File: src/logic/camera_pkg.sv
`default_nettype none

package camera_pkg;

  // pixel and count widths
  localparam int PIXEL_BITS  = 8;   // luminance only
  localparam int HCOUNT_BITS = 11;
  localparam int VCOUNT_BITS = 10;

  // chunk geometry, one 128-bit memory word
  localparam int PIXELS_PER_CHUNK = 16;
  localparam int CHUNK_BITS       = PIXEL_BITS * PIXELS_PER_CHUNK;
  localparam int CHUNK_COUNT_BITS = $clog2(PIXELS_PER_CHUNK);  // fill counter width

  typedef logic [PIXEL_BITS-1:0]  pixel_t;
  typedef logic [HCOUNT_BITS-1:0] hcount_t;
  typedef logic [VCOUNT_BITS-1:0] vcount_t;

  // first pixel accepted sits in bits [7:0]
  typedef logic [CHUNK_BITS-1:0] chunk_t;

endpackage

`default_nettype wire

File: src/logic/stream_ifs.sv
`timescale 1ns/1ps
`default_nettype none

// decimated pixels, downsampler to stacker
interface pixel_stream_if import camera_pkg::*; ();
  logic   valid;
  logic   ready;  // low drops the pixel, source never waits
  pixel_t data;
  logic   last;   // final kept pixel of the frame

  modport source (
    output valid,
    output data,
    output last,
    input  ready
  );

  modport sink (
    input  valid,
    input  data,
    input  last,
    output ready
  );
endinterface

// full valid/ready, data and last hold until taken
interface chunk_stream_if import camera_pkg::*; ();
  logic   valid;
  logic   ready;
  chunk_t data;
  logic   last;   // final chunk of the frame

  modport source (
    output valid,
    output data,
    output last,
    input  ready
  );

  modport sink (
    input  valid,
    input  data,
    input  last,
    output ready
  );
endinterface

`default_nettype wire

File: src/logic/camera_capture_top.sv
`timescale 1ns/1ps
`default_nettype none

module camera_capture_top import camera_pkg::*; #(
  parameter int HRES             = 1280,
  parameter int VRES             = 720,
  parameter int CHUNK_FIFO_DEPTH = 4
) (
  input  logic       clk_camera,
  input  logic       sys_rst_camera,
  input  logic [7:0] camera_d,
  input  logic       cam_pclk,
  input  logic       cam_hsync,
  input  logic       cam_vsync,
  input  logic       chunk_tready,
  output logic       chunk_tvalid,
  output chunk_t     chunk_tdata,
  output logic       chunk_tlast,
  output logic       overflow
);

  // full-resolution pixel strobe
  logic    pixel_valid;
  pixel_t  pixel;
  hcount_t hcount;
  vcount_t vcount;

  pixel_stream_if pixel_bus ();  // kept pixels
  chunk_stream_if chunk_bus ();  // packed chunks into the FIFO

  pixel_reconstruct #(.HRES(HRES), .VRES(VRES)) pixel_reconstruct_inst (
    .clk_camera     (clk_camera),
    .sys_rst_camera (sys_rst_camera),
    .camera_d       (camera_d),
    .cam_pclk       (cam_pclk),
    .cam_hsync      (cam_hsync),
    .cam_vsync      (cam_vsync),
    .pixel_valid    (pixel_valid),
    .pixel          (pixel),
    .hcount         (hcount),
    .vcount         (vcount)
  );

  // 2x2 decimation
  frame_downsampler #(.HRES(HRES), .VRES(VRES)) frame_downsampler_inst (
    .clk_camera     (clk_camera),
    .sys_rst_camera (sys_rst_camera),
    .pixel_valid    (pixel_valid),
    .pixel          (pixel),
    .hcount         (hcount),
    .vcount         (vcount),
    .pixel_out      (pixel_bus.source)
  );

  pixel_stacker pixel_stacker_inst (
    .clk_camera     (clk_camera),
    .sys_rst_camera (sys_rst_camera),
    .pixel_in       (pixel_bus.sink),
    .chunk_out      (chunk_bus.source),
    .overflow       (overflow)
  );

  chunk_fifo #(.CHUNK_FIFO_DEPTH(CHUNK_FIFO_DEPTH)) chunk_fifo_inst (
    .clk_camera     (clk_camera),
    .sys_rst_camera (sys_rst_camera),
    .chunk_in       (chunk_bus.sink),
    .out_valid      (chunk_tvalid),
    .out_data       (chunk_tdata),
    .out_last       (chunk_tlast),
    .out_ready      (chunk_tready)
  );

endmodule

`default_nettype wire

File: src/logic/chunk_fifo.sv
`timescale 1ns/1ps
`default_nettype none

module chunk_fifo import camera_pkg::*; #(
  parameter int CHUNK_FIFO_DEPTH = 4
) (
  input  logic         clk_camera,
  input  logic         sys_rst_camera,
  chunk_stream_if.sink chunk_in,
  output logic         out_valid,
  output chunk_t       out_data,
  output logic         out_last,
  input  logic         out_ready
);

  localparam int PTR_W = (CHUNK_FIFO_DEPTH > 1) ? $clog2(CHUNK_FIFO_DEPTH) : 1;
  localparam int CNT_W = $clog2(CHUNK_FIFO_DEPTH + 1);

  chunk_t           mem_data [CHUNK_FIFO_DEPTH];
  logic             mem_last [CHUNK_FIFO_DEPTH];
  logic [PTR_W-1:0] wr_ptr;
  logic [PTR_W-1:0] rd_ptr;
  logic [CNT_W-1:0] used;   // occupancy
  logic             push;
  logic             pop;

  // wraps at the depth, which need not be a power of two
  function automatic logic [PTR_W-1:0] next_ptr(input logic [PTR_W-1:0] ptr);
    if (ptr == PTR_W'(CHUNK_FIFO_DEPTH - 1)) begin
      return '0;
    end
    return ptr + 1'b1;
  endfunction

  assign chunk_in.ready = (used != CNT_W'(CHUNK_FIFO_DEPTH));
  assign out_valid      = (used != '0);
  assign push           = chunk_in.valid & chunk_in.ready;
  assign pop            = out_valid & out_ready;

  // head entry shown straight from storage
  assign out_data = mem_data[rd_ptr];
  assign out_last = mem_last[rd_ptr];

  always_ff @(posedge clk_camera) begin
    if (sys_rst_camera) begin
      wr_ptr <= '0;
      rd_ptr <= '0;
      used   <= '0;
    end else begin
      if (push) begin
        wr_ptr <= next_ptr(wr_ptr);
      end
      if (pop) begin
        rd_ptr <= next_ptr(rd_ptr);
      end
      case ({push, pop})
        2'b10:   used <= used + 1'b1;
        2'b01:   used <= used - 1'b1;
        default: used <= used;  // idle or push and pop together
      endcase
    end
  end

  always_ff @(posedge clk_camera) begin
    if (push) begin
      mem_data[wr_ptr] <= chunk_in.data;
      mem_last[wr_ptr] <= chunk_in.last;
    end
  end

endmodule

`default_nettype wire

File: src/logic/frame_downsampler.sv
`timescale 1ns/1ps
`default_nettype none

module frame_downsampler import camera_pkg::*; #(
  parameter int HRES = 1280,
  parameter int VRES = 720
) (
  input  logic           clk_camera,
  input  logic           sys_rst_camera,
  input  logic           pixel_valid,
  input  pixel_t         pixel,
  input  hcount_t        hcount,
  input  vcount_t        vcount,
  pixel_stream_if.source pixel_out
);

  // last kept pixel sits on the last even column of the last even row
  localparam hcount_t LAST_H = hcount_t'(HRES - 2);
  localparam vcount_t LAST_V = vcount_t'(VRES - 2);

  logic keep;
  logic at_end;

  assign keep   = pixel_valid & ~hcount[0] & ~vcount[0];  // even row and column
  assign at_end = (hcount == LAST_H) && (vcount == LAST_V);

  // no wait on ready, the camera keeps going regardless
  always_ff @(posedge clk_camera) begin
    if (sys_rst_camera) begin
      pixel_out.valid <= 1'b0;
      pixel_out.last  <= 1'b0;
    end else begin
      pixel_out.valid <= keep;
      pixel_out.last  <= keep & at_end;
    end
  end

  always_ff @(posedge clk_camera) begin
    if (keep) begin
      pixel_out.data <= pixel;
    end
  end

endmodule

`default_nettype wire

File: src/logic/pixel_reconstruct.sv
`timescale 1ns/1ps
`default_nettype none

module pixel_reconstruct import camera_pkg::*; #(
  parameter int HRES = 1280,
  parameter int VRES = 720
) (
  input  logic       clk_camera,
  input  logic       sys_rst_camera,
  input  logic [7:0] camera_d,
  input  logic       cam_pclk,
  input  logic       cam_hsync,
  input  logic       cam_vsync,
  output logic       pixel_valid,
  output pixel_t     pixel,
  output hcount_t    hcount,
  output vcount_t    vcount
);

  localparam hcount_t H_MAX = hcount_t'(HRES - 1);
  localparam vcount_t V_MAX = vcount_t'(VRES - 1);

  // two-flop synchronizers with index 1 as the settled stage
  logic [1:0][7:0] d_sync;
  logic [1:0]      pclk_sync;
  logic [1:0]      hsync_sync;
  logic [1:0]      vsync_sync;

  logic    pclk_prev;
  logic    hsync_prev;
  logic    pclk_rise;
  logic    hsync_fall;
  logic    pixel_take;
  hcount_t h_cnt;     // position of the next pixel in the line
  vcount_t v_cnt;

  // camera byte synchronizer
  always_ff @(posedge clk_camera) begin
    d_sync <= {d_sync[0], camera_d};
  end

  always_ff @(posedge clk_camera) begin
    if (sys_rst_camera) begin
      pclk_sync  <= '0;
      hsync_sync <= '0;
      vsync_sync <= '0;
      pclk_prev  <= 1'b0;
      hsync_prev <= 1'b0;
    end else begin
      pclk_sync  <= {pclk_sync[0], cam_pclk};
      hsync_sync <= {hsync_sync[0], cam_hsync};
      vsync_sync <= {vsync_sync[0], cam_vsync};
      pclk_prev  <= pclk_sync[1];
      hsync_prev <= hsync_sync[1];
    end
  end

  assign pclk_rise  = pclk_sync[1] & ~pclk_prev;
  assign hsync_fall = hsync_prev & ~hsync_sync[1];
  assign pixel_take = pclk_rise & hsync_sync[1];  // active line only

  // line and frame position
  always_ff @(posedge clk_camera) begin
    if (sys_rst_camera) begin
      h_cnt <= '0;
      v_cnt <= '0;
    end else if (vsync_sync[1]) begin
      h_cnt <= '0;   // frame start
      v_cnt <= '0;
    end else if (hsync_fall) begin
      h_cnt <= '0;
      if (v_cnt != V_MAX) begin
        v_cnt <= v_cnt + 1'b1;
      end
    end else if (pixel_take) begin
      if (h_cnt != H_MAX) begin  // hold at the edge on an overlong line
        h_cnt <= h_cnt + 1'b1;
      end
    end
  end

  always_ff @(posedge clk_camera) begin
    if (sys_rst_camera) begin
      pixel_valid <= 1'b0;
      hcount      <= '0;
      vcount      <= '0;
    end else begin
      pixel_valid <= pixel_take;  // single-cycle strobe
      if (pixel_take) begin
        hcount <= h_cnt;
        vcount <= v_cnt;
      end
    end
  end

  always_ff @(posedge clk_camera) begin
    if (pixel_take) begin
      pixel <= d_sync[1];
    end
  end

endmodule

`default_nettype wire

File: src/logic/pixel_stacker.sv
`timescale 1ns/1ps
`default_nettype none

module pixel_stacker import camera_pkg::*; (
  input  logic           clk_camera,
  input  logic           sys_rst_camera,
  pixel_stream_if.sink   pixel_in,
  chunk_stream_if.source chunk_out,
  output logic           overflow
);

  localparam logic [CHUNK_COUNT_BITS-1:0] FILL_LAST =
    CHUNK_COUNT_BITS'(PIXELS_PER_CHUNK - 1);

  logic [CHUNK_COUNT_BITS-1:0] fill;  // pixels already in chunk_reg
  chunk_t chunk_reg;
  logic   chunk_last;
  logic   chunk_valid;
  logic   take;
  logic   handoff;

  // full chunk waiting blocks new pixels
  assign pixel_in.ready = ~chunk_valid;
  assign take           = pixel_in.valid & pixel_in.ready;
  assign handoff        = chunk_out.valid & chunk_out.ready;

  assign chunk_out.valid = chunk_valid;
  assign chunk_out.data  = chunk_reg;
  assign chunk_out.last  = chunk_last;

  always_ff @(posedge clk_camera) begin
    if (sys_rst_camera) begin
      fill        <= '0;
      chunk_valid <= 1'b0;
      overflow    <= 1'b0;
    end else begin
      if (take) begin
        if (fill == FILL_LAST) begin
          fill        <= '0;
          chunk_valid <= 1'b1;  // offer on the next cycle
        end else begin
          fill <= fill + 1'b1;
        end
      end else if (handoff) begin
        chunk_valid <= 1'b0;
      end
      // sticky until reset
      if (pixel_in.valid && !pixel_in.ready) begin
        overflow <= 1'b1;
      end
    end
  end

  // shift right so the oldest pixel ends up in the low byte
  always_ff @(posedge clk_camera) begin
    if (take) begin
      chunk_reg  <= {pixel_in.data, chunk_reg[CHUNK_BITS-1:PIXEL_BITS]};
      chunk_last <= pixel_in.last;  // 16th pixel's flag wins
    end
  end

endmodule

`default_nettype wire

File: config.mk
export PLATFORM = sky130hd
export DESIGN_NAME = camera_capture_top
export DESIGN_NICKNAME = d
export VERILOG_FILES = /design/src/logic/camera_pkg.sv /design/src/logic/stream_ifs.sv /design/src/logic/camera_capture_top.sv /design/src/logic/chunk_fifo.sv /design/src/logic/frame_downsampler.sv /design/src/logic/pixel_reconstruct.sv /design/src/logic/pixel_stacker.sv
export SDC_FILE = /design/constraint.sdc
export NUM_CORES = 1
export LEC_CHECK = 0
export BUFFER_PORTS_ARGS = -buffer_cell sky130_fd_sc_hd__buf_2
export CAP_MARGIN = 40
export CORE_ASPECT_RATIO = 0.9
export CORE_MARGIN = 4
export CORE_UTILIZATION = 45
export DETAILED_ROUTE_END_ITERATION = 10
export PLACE_DENSITY = 0.6
export SLEW_MARGIN = 40
export SYNTH_ARGS = -nofsm -noshare
export SYNTH_HDL_FRONTEND = slang
export SYNTH_SLANG_ARGS = --single-unit
File: constraint.sdc
create_clock -name clk_camera -period 4.9 [get_ports clk_camera]
set_input_delay 0 -clock clk_camera [delete_from_list [all_inputs] [get_ports clk_camera]]
set_output_delay 0 -clock clk_camera [all_outputs]
set_load 0.03 [all_outputs]
==> After elaboration in Yosys (flattened, before gate mapping) <==
Memory sizes are Yosys's and may differ from the RTL's. A register that Yosys moved wholly into a read port is not among the register bits.
Cells that the tools add are included.
{ "classes": {"n_addsub": 7, "n_eq_ne": 11, "n_mux": 21, "bitwise": 14, "reduce_logical": 10} }
{ "ops": {"columns": ["operator", "n"], "rows": [
  ["$mux 2", 8],
  ["$add 11x1->11 const B", 1],
  ["$eq 11x11->1 const B", 1],
  ["$mux 1", 11],
  ["$ne 11x11->1 const B", 1],
  ["$add 10x1->10 const B", 1],
  ["$eq 10x10->1 const B", 1],
  ["$ne 10x10->1 const B", 1],
  ["$and 1x1->1", 9],
  ["$eq 2x2->1 const B", 3],
  ["$pmux 3 s2", 1],
  ["$reduce_and 2->1", 3],
  ["$not 1->1", 5],
  ["$add 2x1->2 const B", 2],
  ["$add 4x1->4 const B", 1],
  ["$eq 4x4->1 const B", 1],
  ["$mux 4", 1],
  ["$reduce_bool 2->1", 2],
  ["$add 3x1->3 const B", 1],
  ["$ne 3x3->1 const B", 1],
  ["$reduce_bool 3->1", 1],
  ["$reduce_or 3->1", 1],
  ["$sub 3x1->3 const B", 1],
  ["$eq 2x1->1 const B", 1],
  ["3 further kinds", 4]
]} }
{ "word_totals": {"ff_bits": 227, "ramBits": 516, "n_memories": 2} }
{ "mem_list": {"columns": ["memory", "depth", "width", "read_ports", "rd_ports_with_merged_regs", "wr", "line_no", "source"], "rows": [
  ["chunk_fifo_inst.mem_data", 4, 128, 1, 1, 1, "chunk_fifo.sv:19", "chunk_t mem_data [CHUNK_FIFO_DEPTH];"],
  ["chunk_fifo_inst.mem_last", 4, 1, 1, 1, 1, "chunk_fifo.sv:20", "logic mem_last [CHUNK_FIFO_DEPTH];"]
]} }

==> Logic depth before layout (Yosys ltp) <==
Gate-level depths: netlist of the first run.
{ "depth": {"word_depth": 7, "mapped_depth": 9, "depth_no_buf": 9} }

==> Hierarchy <==
From an unflattened synthesis of the first run, not the netlist that was laid out.
{ "unflattened": {"cells_unflattened": 1159, "hier_area_um2": 26247.7} }
{ "by_module_without_submodules": {"columns": ["mod", "n_inst", "cells_each", "area_per_inst_um2", "seq_area_each_um2"], "rows": [
  ["chunk_fifo", 1, 725, 19102.1, 15675.0],
  ["pixel_stacker", 1, 159, 4130.2, 3993.8],
  ["pixel_reconstruct", 1, 256, 2635.0, 1581.5],
  ["frame_downsampler", 1, 19, 380.4, 280.3]
]} }

==> Worst setup path before layout of the first run <==
No wires, ideal clock.
{ "synth_path": {"path_type": "register to register", "from": "reg frame_downsampler_inst.pixel_out.valid", "to": "reg pixel_stacker_inst.fill[3]", "setup_time_ns": 0.078, "arrival_ns": 4.833, "required_ns": 4.822, "setup_slack_ns": -0.011, "stages_incl_launch_ff": 6, "n_path_buf": 1, "synth_period_minus_slack_ns": 4.911, "path_cell_list": "dfxtp_1 -> nor2b_1 -> clkbuf_1 -> nand4_1 -> xor2_1 -> nor3_1"} }
{ "synth_via": {"elab_chain_len": 1} }
{ "synth_lines": {"columns": ["element", "line_no", "source"], "rows": [
  ["from (decl)", "stream_ifs.sv:12", "output valid,"],
  ["from (signal assigned)", "frame_downsampler.sv:33", "pixel_out.valid <= keep;"],
  ["$and 1x1->1", "pixel_stacker.sv:24", "assign take = pixel_in.valid & pixel_in.ready;"],
  ["via pixel_stacker_inst.take", "pixel_stacker.sv:19", "logic take;"],
  ["to (signal assigned)", "pixel_stacker.sv:42", "fill <= fill + 1'b1;"],
  ["to (decl)", "pixel_stacker.sv:15", "logic [CHUNK_COUNT_BITS-1:0] fill;"]
]} }
The timed path passes the listed nets, and every way through them passes these cells.
A chain may end at the register's enable or synchronous reset.

==> Worst setup path after layout of the first run <==
{ "layout_path": {"from": "reg chunk_fifo_inst.used[0]", "to": "mem chunk_fifo_inst.mem_data[3][97] (netlist name), enable pin"} }
{ "layout_via": {"elab_chain_len": 4} }
{ "layout_lines": {"columns": ["element", "line_no", "source"], "rows": [
  ["from (decl)", "chunk_fifo.sv:23", "logic [CNT_W-1:0] used;"],
  ["from (signal assigned)", "chunk_fifo.sv:57", "2'b10: used <= used + 1'b1;"],
  ["from (signal assigned)", "chunk_fifo.sv:58", "2'b01: used <= used - 1'b1;"],
  ["from (signal assigned)", "chunk_fifo.sv:59", "default: used <= used;"],
  ["$ne 3x3->1", "chunk_fifo.sv:35", "assign chunk_in.ready = (used != CNT_W'(CHUNK_FIFO_DEPTH));"],
  ["$and 1x1->1", "chunk_fifo.sv:37", "assign push = chunk_in.valid & chunk_in.ready;"],
  ["$mux 1", "chunk_fifo.sv:65", "if (push) begin"],
  ["$mux 1 (not written as such)", "chunk_fifo.sv:66", "mem_data[wr_ptr] <= chunk_in.data;"],
  ["to (decl)", "chunk_fifo.sv:19", null]
]} }
No other way between the ends.

==> impl_results.md, run 1 <==
* Placeable core area at about 57,000 um2
* Worst R2R Start: chunk_fifo_inst.used[0]$_SDFFE_PP0P_
* Clock transition at the registers of the reported paths at about 0.06 ns
* Initial antenna violation count at 0
* Unrepaired setup endpoints after global routing: false
* Worst path cell trace: nor2_1, a21boi_1, and2_4, buf_12
* Max incr delay on CP at about 0.67 ns
* Antenna-violating nets left at 0
* R2R Setup Slk at ~2.2 ns
* Worst Setup SP: chunk_fifo_inst.used[0]$_SDFFE_PP0P_
* DIE HEIGHT at around 240 um
* Reg area at about 22,000 um2
* Final WL at approximately 46 mm
* Async set-or-reset flop fraction in the synthesized netlist at 0
* Worst Tran Pin Value at a little under 0.7 ns
* GRT Overall Usage at 0.153
* Max Fanout on Critical Path at 89
* Pwr Density at a little over 400 nW/um2
* Mapped Nets at ~1,200
* I/O pin total at 145
* Starting Density at 0.456
* Final Hold Fails at 0
* Area contributors post-synth: edfxtp_1, mux4_2, dfxtp_1
* Slew Limit Headroom at 0.549
* Via Count at ~11,000
* Die width at around 260 um
* FP Rows at just over 80
* WP data arrival at 2.90 ns
* Cells after Synth at roughly 1,200
* Ratio of cells with drive above 1 in the final layout at 0.289
* Number of flops mapped to enable cells by yosys at ~660
* Post-synth top flop: edfxtp_1
* Post-Syn Area per Cell at roughly 23 um2
* Port bufs at between 100 and 150
* Post-Synthesis Cell Area at around 26,000 um2
* Min-delay src: camera_d[4]
* Seq/Total Area, Yosys at 0.827
* Area share of the largest cell type after synthesis at 0.762
* Crit start category: register
* Nets at between 1,000 and 1,500
* Netlist cell types at between 40 and 50
* Layout area overhead at 17.1%
* Period utilization at 0.546
* Vias in the first global route at approximately 12,000
* CTS tree: built
* Min-delay worst type: input pin to register
* FF+latch count, synth at around 750
* CP Capture Type: register
* Req. time, crit path at 5.13 ns
* Synth Warn # at 0
* Clk buf depth at 3
* Num Clock Sinks at between 700 and 800
* Total CTS buffers at 76
* Final Max Slew Viols at 0
* Post-CTS setup buffer count at 0
* CP Class: register to register
* Multi-input logic area at around 4300 um2
* Maximum VDD drop at approximately 210 uV
* DRT iter0 DRCs at ~690
* Lkg Pwr at between 9 and 10 nW
* Drt pass-1 iters at 5
* GPL Wtd Cong at 0.717
* CP max stage cell: and2_4
* Global-route wire length before repair at 72.2 mm
* FMAX at around 370 MHz
* Total grt overflow at 0
* Max H-tree Level at 3
* Vias per inst at 5.19
* Delay-heaviest family, CP: simple AND/OR/NAND/NOR gates
* Fillers at 4,419
* Final setup skew at approximately 0.019 ns
* Post_cts resized at 0
* Setup_tns at 0 ns
* Largest net degree at the start of global routing at 130
* Clk root buf: clkbuf_16
* WHS at 0.0462 ns
* Max-cap violations at 0
* DP HPWL at 25.6 mm
* Antenna cells at 0
* Drt drc at 0
* # setup viols final at 0
* Cell taking the most area after synthesis: edfxtp_1
* Avg WL per Cell at between 20 and 25 um
* Crit path time final at between 2 and 3 ns
* Power Total at approximately 12 mW
* Worst skew pair latency at roughly 0.6 ns
* Critical path buffers and inverters at 1
* Die ar. at 61,800 um2
* Outcome: finished, final reports clean
==> report_power, final <==
| part | switching (mW) | internal (mW) | total, mW |
|---|---|---|---|
| clock | 2.29 | 3.27 | 5.56 |
| sequential | 0.00553 | 6.82 | 6.83 |
| combinational | 0.0187 | 0.0199 | 0.0385 |
==> cells in the mapped netlist (2+ instances only) <==
master     number
edfxtp_1      661
mux4_2        129
dfxtp_1        84
nand2_1        57
a21oi_1        36
clkbuf_1       25
nor2_1         21
buf_2          13
inv_1          11
o21ai_0        11
nor2b_1        10
ha_1            9
nand3_1         9
xor2_1          9
or3_1           8
mux2i_1         6
and2_1          5
nand4_1         4
nor3_1          4
nor4_1          4
or3_2           4
buf_1           3
nand4b_1        3
and3_1          2
buf_4           2
o2111ai_1       2
or2_2           2
==> repair_timing <==
item                       4_1_cts  5_1_grt
hold endpoints to repair        46        0
setup endpoints to repair        0        0
hold buffers                    22        0
==> worst reg2reg max path: stages, from the launching register on <==
cell	delay, ns
dfxtp_1	0.38
nor2_1	0.08
a21boi_1	0.50
and2_4	0.67
buf_12	0.61
==> stage by stage <==
stage	utilization	cells	worst slack, ns	cell area [um2]
floorplan	-	1156	0.588	26000
global placement	0.486	2032	2.24	27700
detailed placement	0.487	2035	2.19	27800
CTS	0.533	2193	2.19	30500
global route	0.534	2194	2.03	30500
finish	0.534	2194	2.23	30500
==> final timing paths <==
kind / end / cells past startpoint
worst max register to register: chunk_fifo_inst.mem_data[3][97]$_DFFE_PP_ / 4
worst min-delay path: pixel_reconstruct_inst.d_sync[4]$_DFF_P_ / 2
worst min register to register: pixel_reconstruct_inst.d_sync[11]$_DFF_P_ / 0
worst max-delay path: chunk_fifo_inst.mem_data[3][97]$_DFFE_PP_ / 4
==> registers in the layout (all words and copies together) (netlist names), 4 cells and up, named ones only <==
name                                   cells
pixel_stacker_inst.fill                    4
pixel_reconstruct_inst.pixel               8
chunk_fifo_inst.mem_data                 512
chunk_fifo_inst.mem_last                   4
pixel_reconstruct_inst.vcount             10
pixel_reconstruct_inst.v_cnt              10
frame_downsampler_inst.pixel_out.data      8
pixel_reconstruct_inst.hcount             11
pixel_stacker_inst.chunk_out.data        128
pixel_reconstruct_inst.d_sync             16
pixel_reconstruct_inst.h_cnt              11
==> cells in the final DEF, fill, tap and decap left out, drive strengths merged, types with 2 or more instances in the layout <==
master / n
edfxtp: 661
buf: 158
mux4: 129
clkbuf: 97
dfxtp: 84
nand2: 57
a21oi: 36
clkinv: 23
dlygate4sd3: 22
nor2: 21
inv: 20
or3: 12
o21ai: 11
nor2b: 10
xor2: 9
nand3: 9
ha: 9
mux2i: 6
bufinv: 5
and2: 5
nor3: 4
nor4: 4
nand4: 4
nand4b: 3
clkinvlp: 3
or2: 2
o2111ai: 2
and3: 2
o41ai: 2
and4: 2
o31a: 2
==> cell families (layout without fill, tap and decap cells) <==
logic type	count (synthesis)	in the layout	share of synthesized area
DFF	745	745	0.827
buffers and inverters	55	328	0.00884
xor gates and xnor gates	10	10	0.00336
adders and majority gates	10	10	0.00509
AOI/OAI and AO/OA	60	60	0.0143
and+or+nand+nor	141	141	0.0278
muxes	135	135	0.114
==> per-layer routing <==
| layer | up-vias | routed length (um) | GRT usage |
|---|---|---|---|
| li1 | 5151 | - | - |
| met1 | 5904 | 20100 | 0.211 |
| met2 | 259 | 23000 | 0.248 |
| met3 | 77 | 2260 | 0.0353 |
| met4 | 0 | 1010 | 0.0422 |
| met5 | - | 0 | 0 |
==> layout make-up <==
class | count | share of cell area
Clock inverter | 39 | 0.0114
Sequential cell | 745 | 0.706
Multi-Input combinational cell | 356 | 0.142
Inverter | 12 | 0.00148
Clock buffer | 97 | 0.0681
Timing Repair Buffer | 180 | 0.0398
Tap cell | 765 | 0.0314
Power figures use the tool's default switching activity.
==> run 2: changes to the inputs <==
==> constraint.sdc (replaced) <==
create_clock -name clk_camera -period 2.21 [get_ports clk_camera]
set_input_delay 0 -clock clk_camera [delete_from_list [all_inputs] [get_ports clk_camera]]
set_output_delay 0 -clock clk_camera [all_outputs]
set_load 0.03 [all_outputs]
==> run 2 against run 1 <==
Hold slack improved by 0.0068 ns; first-iteration DRC count rose by 24%; count of clock-buffer cells in the layout is 3 lower; die area did not move; largest power group unchanged.
==> impl_results.md, run 2 (synthesis gave the netlist of run 1 again) <==
* Outcome: finished, final reports clean
* Final Max Slew Viols at 0
* FMAX at ~460 MHz
* Crit start category: register
* DIE HEIGHT at roughly 240 um
* Antenna cells at 0
* Worst skew pair latency at about 0.6 ns
* Maximum VDD drop at 846 uV
* Max Fanout on Critical Path at 45
* Largest net degree at the start of global routing at 71
* Layout area overhead at 20.3%
* Unrepaired setup endpoints after global routing: true
* Post-layout util at 0.548
* CTS tree: built
* DP HPWL at ~27 mm
* Commonest non-fill, non-tap cell in the layout: edfxtp_1
* WP data arrival at about 2.2 ns
* CP Capture Type: output port
* Clk buf depth at 3
* Max FFs per register at a little over 500
* Final WL at roughly 47 mm
* Vias per inst at between 5 and 6
* Min-delay worst type: input pin to register
* Worst r2r path cells at 9
* Drt drc at 0
* Num Clock Sinks at between 700 and 800
* CP Class: register to output port
* Total CTS buffers at between 70 and 80
* DRT iter0 DRCs at 859
* Req. time, crit path at 2.21 ns
* Vias in the first global route at around 12,000
* Die ar. at 61,800 um2
* Max-cap violations at 0
* Avg WL per Cell at roughly 21 um
* Clk root buf: clkbuf_16
* Power Total at 27.9 mW
* Slew Limit Headroom at 0.597
* Crit path time final at around 2.2 ns
* Clock transition at the registers of the reported paths at 0.06 ns
* R2R Setup Slk at roughly 0.13 ns
* Global-route wire length before repair at 73.7 mm
* CP max stage cell: mux4_2
* Final Hold Fails at 0
* Drt pass-1 iters at 5
* Die width at ~260 um
* Total grt overflow at 0
* FP Rows at 83
* Initial antenna violation count at 0
* Biggest regs: chunk_fifo_inst.mem_data: 512 flops, pixel_stacker_inst.chunk_out.data: 128 flops, pixel_reconstruct_inst.d_sync: 16 flops
* GPL Wtd Cong at around 0.74
* WHS Endpoint: pixel_reconstruct_inst.d_sync[3]$_DFF_P_
* Final setup skew at roughly 0.015 ns
* Antenna-violating nets left at 0
* # setup viols final at 0
* Max H-tree Level at 3
* Lkg Pwr at between 10 and 15 nW
* GRT Overall Usage at 0.157
* Placeable core area at 57,100 um2
* Period utilization at 0.979
* Commonest non-fill, non-tap cells in the layout: edfxtp_1, mux4_2, buf_2
* I/O pin total at between 100 and 150
* Min-delay src: camera_d[3]
* Via Count at roughly 12,000
* Port bufs at 144
* Largest Register: chunk_fifo_inst.mem_data
* Worst R2R Start: chunk_fifo_inst.used[0]$_SDFFE_PP0P_
* Ratio of cells with drive above 1 in the final layout at 0.320
* Max incr delay on CP at approximately 0.62 ns
* RR Endpoint: chunk_fifo_inst.used[2]$_SDFFE_PP0P_
* Nets at 1,435
* Worst Tran Pin Value at between 0.5 and 0.6 ns
* Pwr Density at 892 nW/um2
* Worst path cell trace: buf_16, mux4_2, buf_6
* Hold path depth at 2
* Starting Density at 0.456
==> run 2: cell types whose count changed in the layout (fill, tap and decap cells not counted), moves of 4 or more <==
| cell | delta |
|---|---|
| buf_2 | -29 |
| buf_6 | +29 |
| buf_4 | +24 |
| buf_12 | +15 |
| clkbuf_1 | -7 |
| clkinv_2 | +7 |
| clkinv_1 | -6 |
| clkbuf_8 | +5 |
| clkinv_4 | +4 |
==> run 2: how the worst max path moves through the flow <==
stage,endpoint,cells after the start
6_report,chunk_tdata[40],3
5_1_grt,chunk_tdata[40],3
4_1_cts,chunk_tdata[22],3
3_5_place_dp,chunk_fifo_inst.used[2]$_SDFFE_PP0P_,9
3_3_place_gp,chunk_fifo_inst.used[2]$_SDFFE_PP0P_,9
2_1_floorplan,chunk_fifo_inst.mem_data[1][0]$_DFFE_PP_,3
==> run 2: where the power goes <==
group | total [mW] | switching, mW | leakage [nW] | internal, mW
combinational | 0.0866 | 0.0425 | 2.15 | 0.0441
clock | 12.7 | 5.06 | 1.23 | 7.66
sequential | 15.1 | 0.0126 | 6.63 | 15.1
total | 27.9 | 5.11 | 10.0 | 22.8
==> run 2: critical path, delay by kind of cell, from the launching register on <==
| kind | cells | cell delay (ns) |
|---|---|---|
| DFF | 1 | 0.41 |
| muxes | 1 | 0.62 |
| buffers and inverters | 2 | 0.51 |
==> run 2: cell type report <==
class | count | area [um2]
clock inverter | 42 | 429
multi-input combinational | 356 | 4310
tap | 765 | 957
fill | 4358 | 25800
clock buffer | 94 | 2090
inverter | 12 | 45.0
sequential | 745 | 21500
timing repair buffer | 221 | 1950
==> run 2: stage by stage <==
stage | std cells | hold WS (ns) | cell area, um2 | setup TNS (ns) | setup WS [ns]
after floorplan | 1156 | 0.0277 | 26100 | 0 | 0.0730
final | 2235 | 0.0530 | 31300 | 0 | 0.0467
after global routing | 2235 | 0.0351 | 31300 | -1.92 | -0.0764
after detailed placement | 2068 | 0.104 | 28200 | 0 | 0.163
after global placement | 2068 | 0.102 | 28200 | 0 | 0.245
after CTS | 2229 | 0.00632 | 31200 | -0.294 | -0.0389
==> run 2: layer usage <==
layer | global-route usage | wire, um
met1 | 0.221 | 20700
met2 | 0.246 | 23000
met3 | 0.0432 | 2660
met4 | 0.0364 | 733
met5 | 0 | 0
==> run 2: timing repair <==
| item | CTS | global route |
|---|---|---|
| hold buffers | 21 | 0 |
| endpoints found under the setup margin | 121 | 64 |
| hold endpoints to repair | 62 | 0 |
| cloned | 1 | 0 |
| pin swaps | 0 | 0 |
| gates resized for setup | 56 | 8 |
| setup buffers | 4 | 6 |
==> run 3: changes to the inputs <==
--- a/config.mk
+++ b/config.mk
@@ -7,11 +7,13 @@
 export LEC_CHECK = 0
 export BUFFER_PORTS_ARGS = -buffer_cell sky130_fd_sc_hd__buf_2
 export CAP_MARGIN = 40
+export CELL_PAD_IN_SITES_DETAIL_PLACEMENT = 2
+export CELL_PAD_IN_SITES_GLOBAL_PLACEMENT = 2
 export CORE_ASPECT_RATIO = 0.9
 export CORE_MARGIN = 4
-export CORE_UTILIZATION = 45
+export CORE_UTILIZATION = 43
 export DETAILED_ROUTE_END_ITERATION = 10
-export PLACE_DENSITY = 0.6
+export PLACE_DENSITY = 0.7
 export SLEW_MARGIN = 40
 export SYNTH_ARGS = -nofsm -noshare
 export SYNTH_HDL_FRONTEND = slang
==> run 3 against run 2 <==
Hold slack worse by 0.017 ns; critical path depth rose by 1; die area up 4.5%; core utilization decreased by 2.4 points; clock skew rose by 0.010 ns; count of clock-buffer cells in the layout shrank 1; total power is 1.4% higher; setup slack gained 0.0033 ns; largest cell class unchanged; first-iteration DRC count grew 23%; maximum frequency grew 0.15%; sequential share of layout area decreased by 0.10 points.
==> impl_results.md, run 3 (synthesis gave the netlist of run 1 again) <==
* Sequential share of power at 0.534
* Maximum VDD drop at 612 uV
* Min-delay src: camera_d[4]
* RR Endpoint: chunk_fifo_inst.used[2]$_SDFFE_PP0P_
* Unrepaired setup endpoints after global routing: true
* Crit path time final at roughly 2.2 ns
* DP HPWL at about 41 mm
* Drt pass-1 iters at 5
* WP data arrival at around 2.2 ns
* Total grt overflow at 0
* Int Power at around 23 mW
* Pwr Density at ~900 nW/um2
* Avg WL per Cell at 29.8 um
* Global-route wire length before repair at 98.0 mm
* Layout area overhead at 20.5%
* WHS Endpoint: pixel_reconstruct_inst.d_sync[4]$_DFF_P_
* Biggest regs: chunk_fifo_inst.mem_data: 512 flops, pixel_stacker_inst.chunk_out.data: 128 flops, pixel_reconstruct_inst.d_sync: 16 flops
* Switching pwr at between 5 and 6 mW
* Max incr delay on CP at roughly 0.58 ns
* Initial antenna violation count at 1
* FMAX at roughly 460 MHz
* Vias per inst at 5.41
* Worst r2r path cells at 9
* Clk buf depth at 3
* Final Max Slew Viols at 0
* Logic pwr share at 0.003
* Final Hold Fails at 0
* Ratio of cells with drive above 1 in the final layout at 0.317
* Num Clock Sinks at between 700 and 800
* Min-delay worst type: input pin to register
* Worst skew pair latency at 0.61 ns
* Nets at between 1,000 and 1,500
* Die ar. at 64,600 um2
* Largest net degree at the start of global routing at 58
* Lkg Pwr at ~10 nW
* Vias in the first global route at ~14,000
* CP Class: register to output port
* DIE HEIGHT at between 200 and 250 um
* Placeable core area at 59,900 um2
* GRT Overall Usage at 0.209
* Antenna-violating nets left at 0
* Hold path depth at 2
* Clock transition at the registers of the reported paths at around 0.070 ns
* Final setup skew at about 0.025 ns
* Drt drc at 0
* GPL Wtd Cong at between 0.7 and 0.8
* Die width at ~270 um
* Slew Limit Headroom at 0.580
* DRT iter0 DRCs at about 1,100
* Worst R2R Start: chunk_fifo_inst.used[2]$_SDFFE_PP0P_
* Reg area at 21,500 um2
* Commonest non-fill, non-tap cells in the layout: edfxtp_1, mux4_2, buf_2
* Req. time, crit path at ~2.2 ns
* Port bufs at ~140
* Via Count at roughly 12,000
* Max Fanout on Critical Path at 12
* CP max stage cell: mux4_2
* Clk root buf: clkbuf_16
* Fillers at roughly 5,000
* Final WL at 67.0 mm
* Commonest non-fill, non-tap cell in the layout: edfxtp_1
* Clk pwr share at 0.462
* Max H-tree Level at 3
* Worst path cell trace: buf_12, buf_16, mux4_2, buf_2
* Worst Tran Pin Value at roughly 0.62 ns
* CTS tree: built
* Outcome: finished, final reports clean
* Starting Density at 0.435
* Max-cap violations at 0
* I/O pin total at 145
* WHS at 0.0361 ns
* # setup viols final at 0
* Largest Register: chunk_fifo_inst.mem_data
* Period utilization at 0.977
* Setup_tns at 0 ns
* FP Rows at 85
* Antenna cells at 0
* Max FFs per register at about 500
* Net Sw Frac at 0.192
* CP Capture Type: output port
* Power Total at 28.3 mW
* Total CTS buffers at 77
* R2R Setup Slk at 0.08 ns
* Crit start category: register
* Multi-input logic area at 4320 um2
==> run 3: cell count changes in the layout (fill, tap and decap cells not counted), moves of 6 or more <==
| cell | before | now |
|---|---|---|
| buf_2 | 114 | 121 |
| buf_6 | 29 | 13 |
| buf_12 | 25 | 19 |
| clkbuf_16 | 79 | 86 |
| clkinv_1 | 10 | 16 |
==> run 3: worst max-delay path by stage <==
stage / start / endpoint / slack, ns / cells after the start
final: register / chunk_tdata[119] / 0.05 / 4
after global routing: register / chunk_tdata[30] / -0.01 / 4
after CTS: register / chunk_tdata[72] / -0.03 / 4
after detailed placement: chunk_fifo_inst.used[0]$_SDFFE_PP0P_ / chunk_fifo_inst.used[2]$_SDFFE_PP0P_ / 0.05 / 9
after global placement: chunk_fifo_inst.used[0]$_SDFFE_PP0P_ / chunk_fifo_inst.used[2]$_SDFFE_PP0P_ / 0.18 / 9
after floorplan: chunk_fifo_inst.used[0]$_SDFFE_PP0P_ / chunk_fifo_inst.mem_data[1][0]$_DFFE_PP_ / 0.07 / 3
==> run 3: final cells by class <==
type | count | share of cell area
inverters | 12 | 0.00144
clock inverters | 45 | 0.0140
multi-input cells | 356 | 0.138
repair buffers | 218 | 0.0619
clock buffers | 93 | 0.0670
well taps | 783 | 0.0312
flip-flops and latches | 745 | 0.687
==> run 3: timing repair <==
| item | 4_1_cts | 5_1_grt |
|---|---|---|
| setup endpoints to repair | 122 | 65 |
| gates cloned | 2 | 6 |
| resized for setup | 43 | 16 |
| setup buffers | 5 | 0 |
| hold buffers | 22 | 0 |
| pin swaps | 0 | 0 |
| hold endpoints to repair | 55 | 0 |
==> run 3: critical path: cells and delay by family, from the launching register on <==
family | cells | cell delay (ns)
flops | 1 | 0.39
mux | 1 | 0.58
buf+inv | 3 | 0.55
==> run 3: metrics by stage <==
stage	worst slack, ns	std cells	utilization	instance area (um2)
finish	0.0499	2252	0.524	31400
global route	-0.0139	2252	0.524	31400
CTS	-0.0323	2246	0.521	31200
detailed placement	0.0482	2079	0.470	28200
global placement	0.184	2079	0.470	28200
floorplan	0.0730	1156	-	26100
==> run 3: metal layers <==
metal	vias up	global-route usage	part of all wire
met5	-	0	0
met4	0	0.0556	0.025
met3	96	0.0365	0.036
met2	291	0.389	0.55
met1	6554	0.254	0.39
li1	5233	-	-
==> run 3: power by group through the flow <==
| stage | Combinational [mW] | Sequential, mW | Clock, mW |
|---|---|---|---|
| 2_1_floorplan | 0.0356 | 15.4 | 0 |
| 3_3_place_gp | 0.0595 | 15.4 | 0 |
| 3_5_place_dp | 0.0635 | 15.4 | 0 |
| 4_1_cts | 0.0932 | 15.1 | 13.4 |
| 5_1_grt | 0.103 | 15.1 | 14.1 |
| 6_report | 0.0941 | 15.1 | 13.1 |
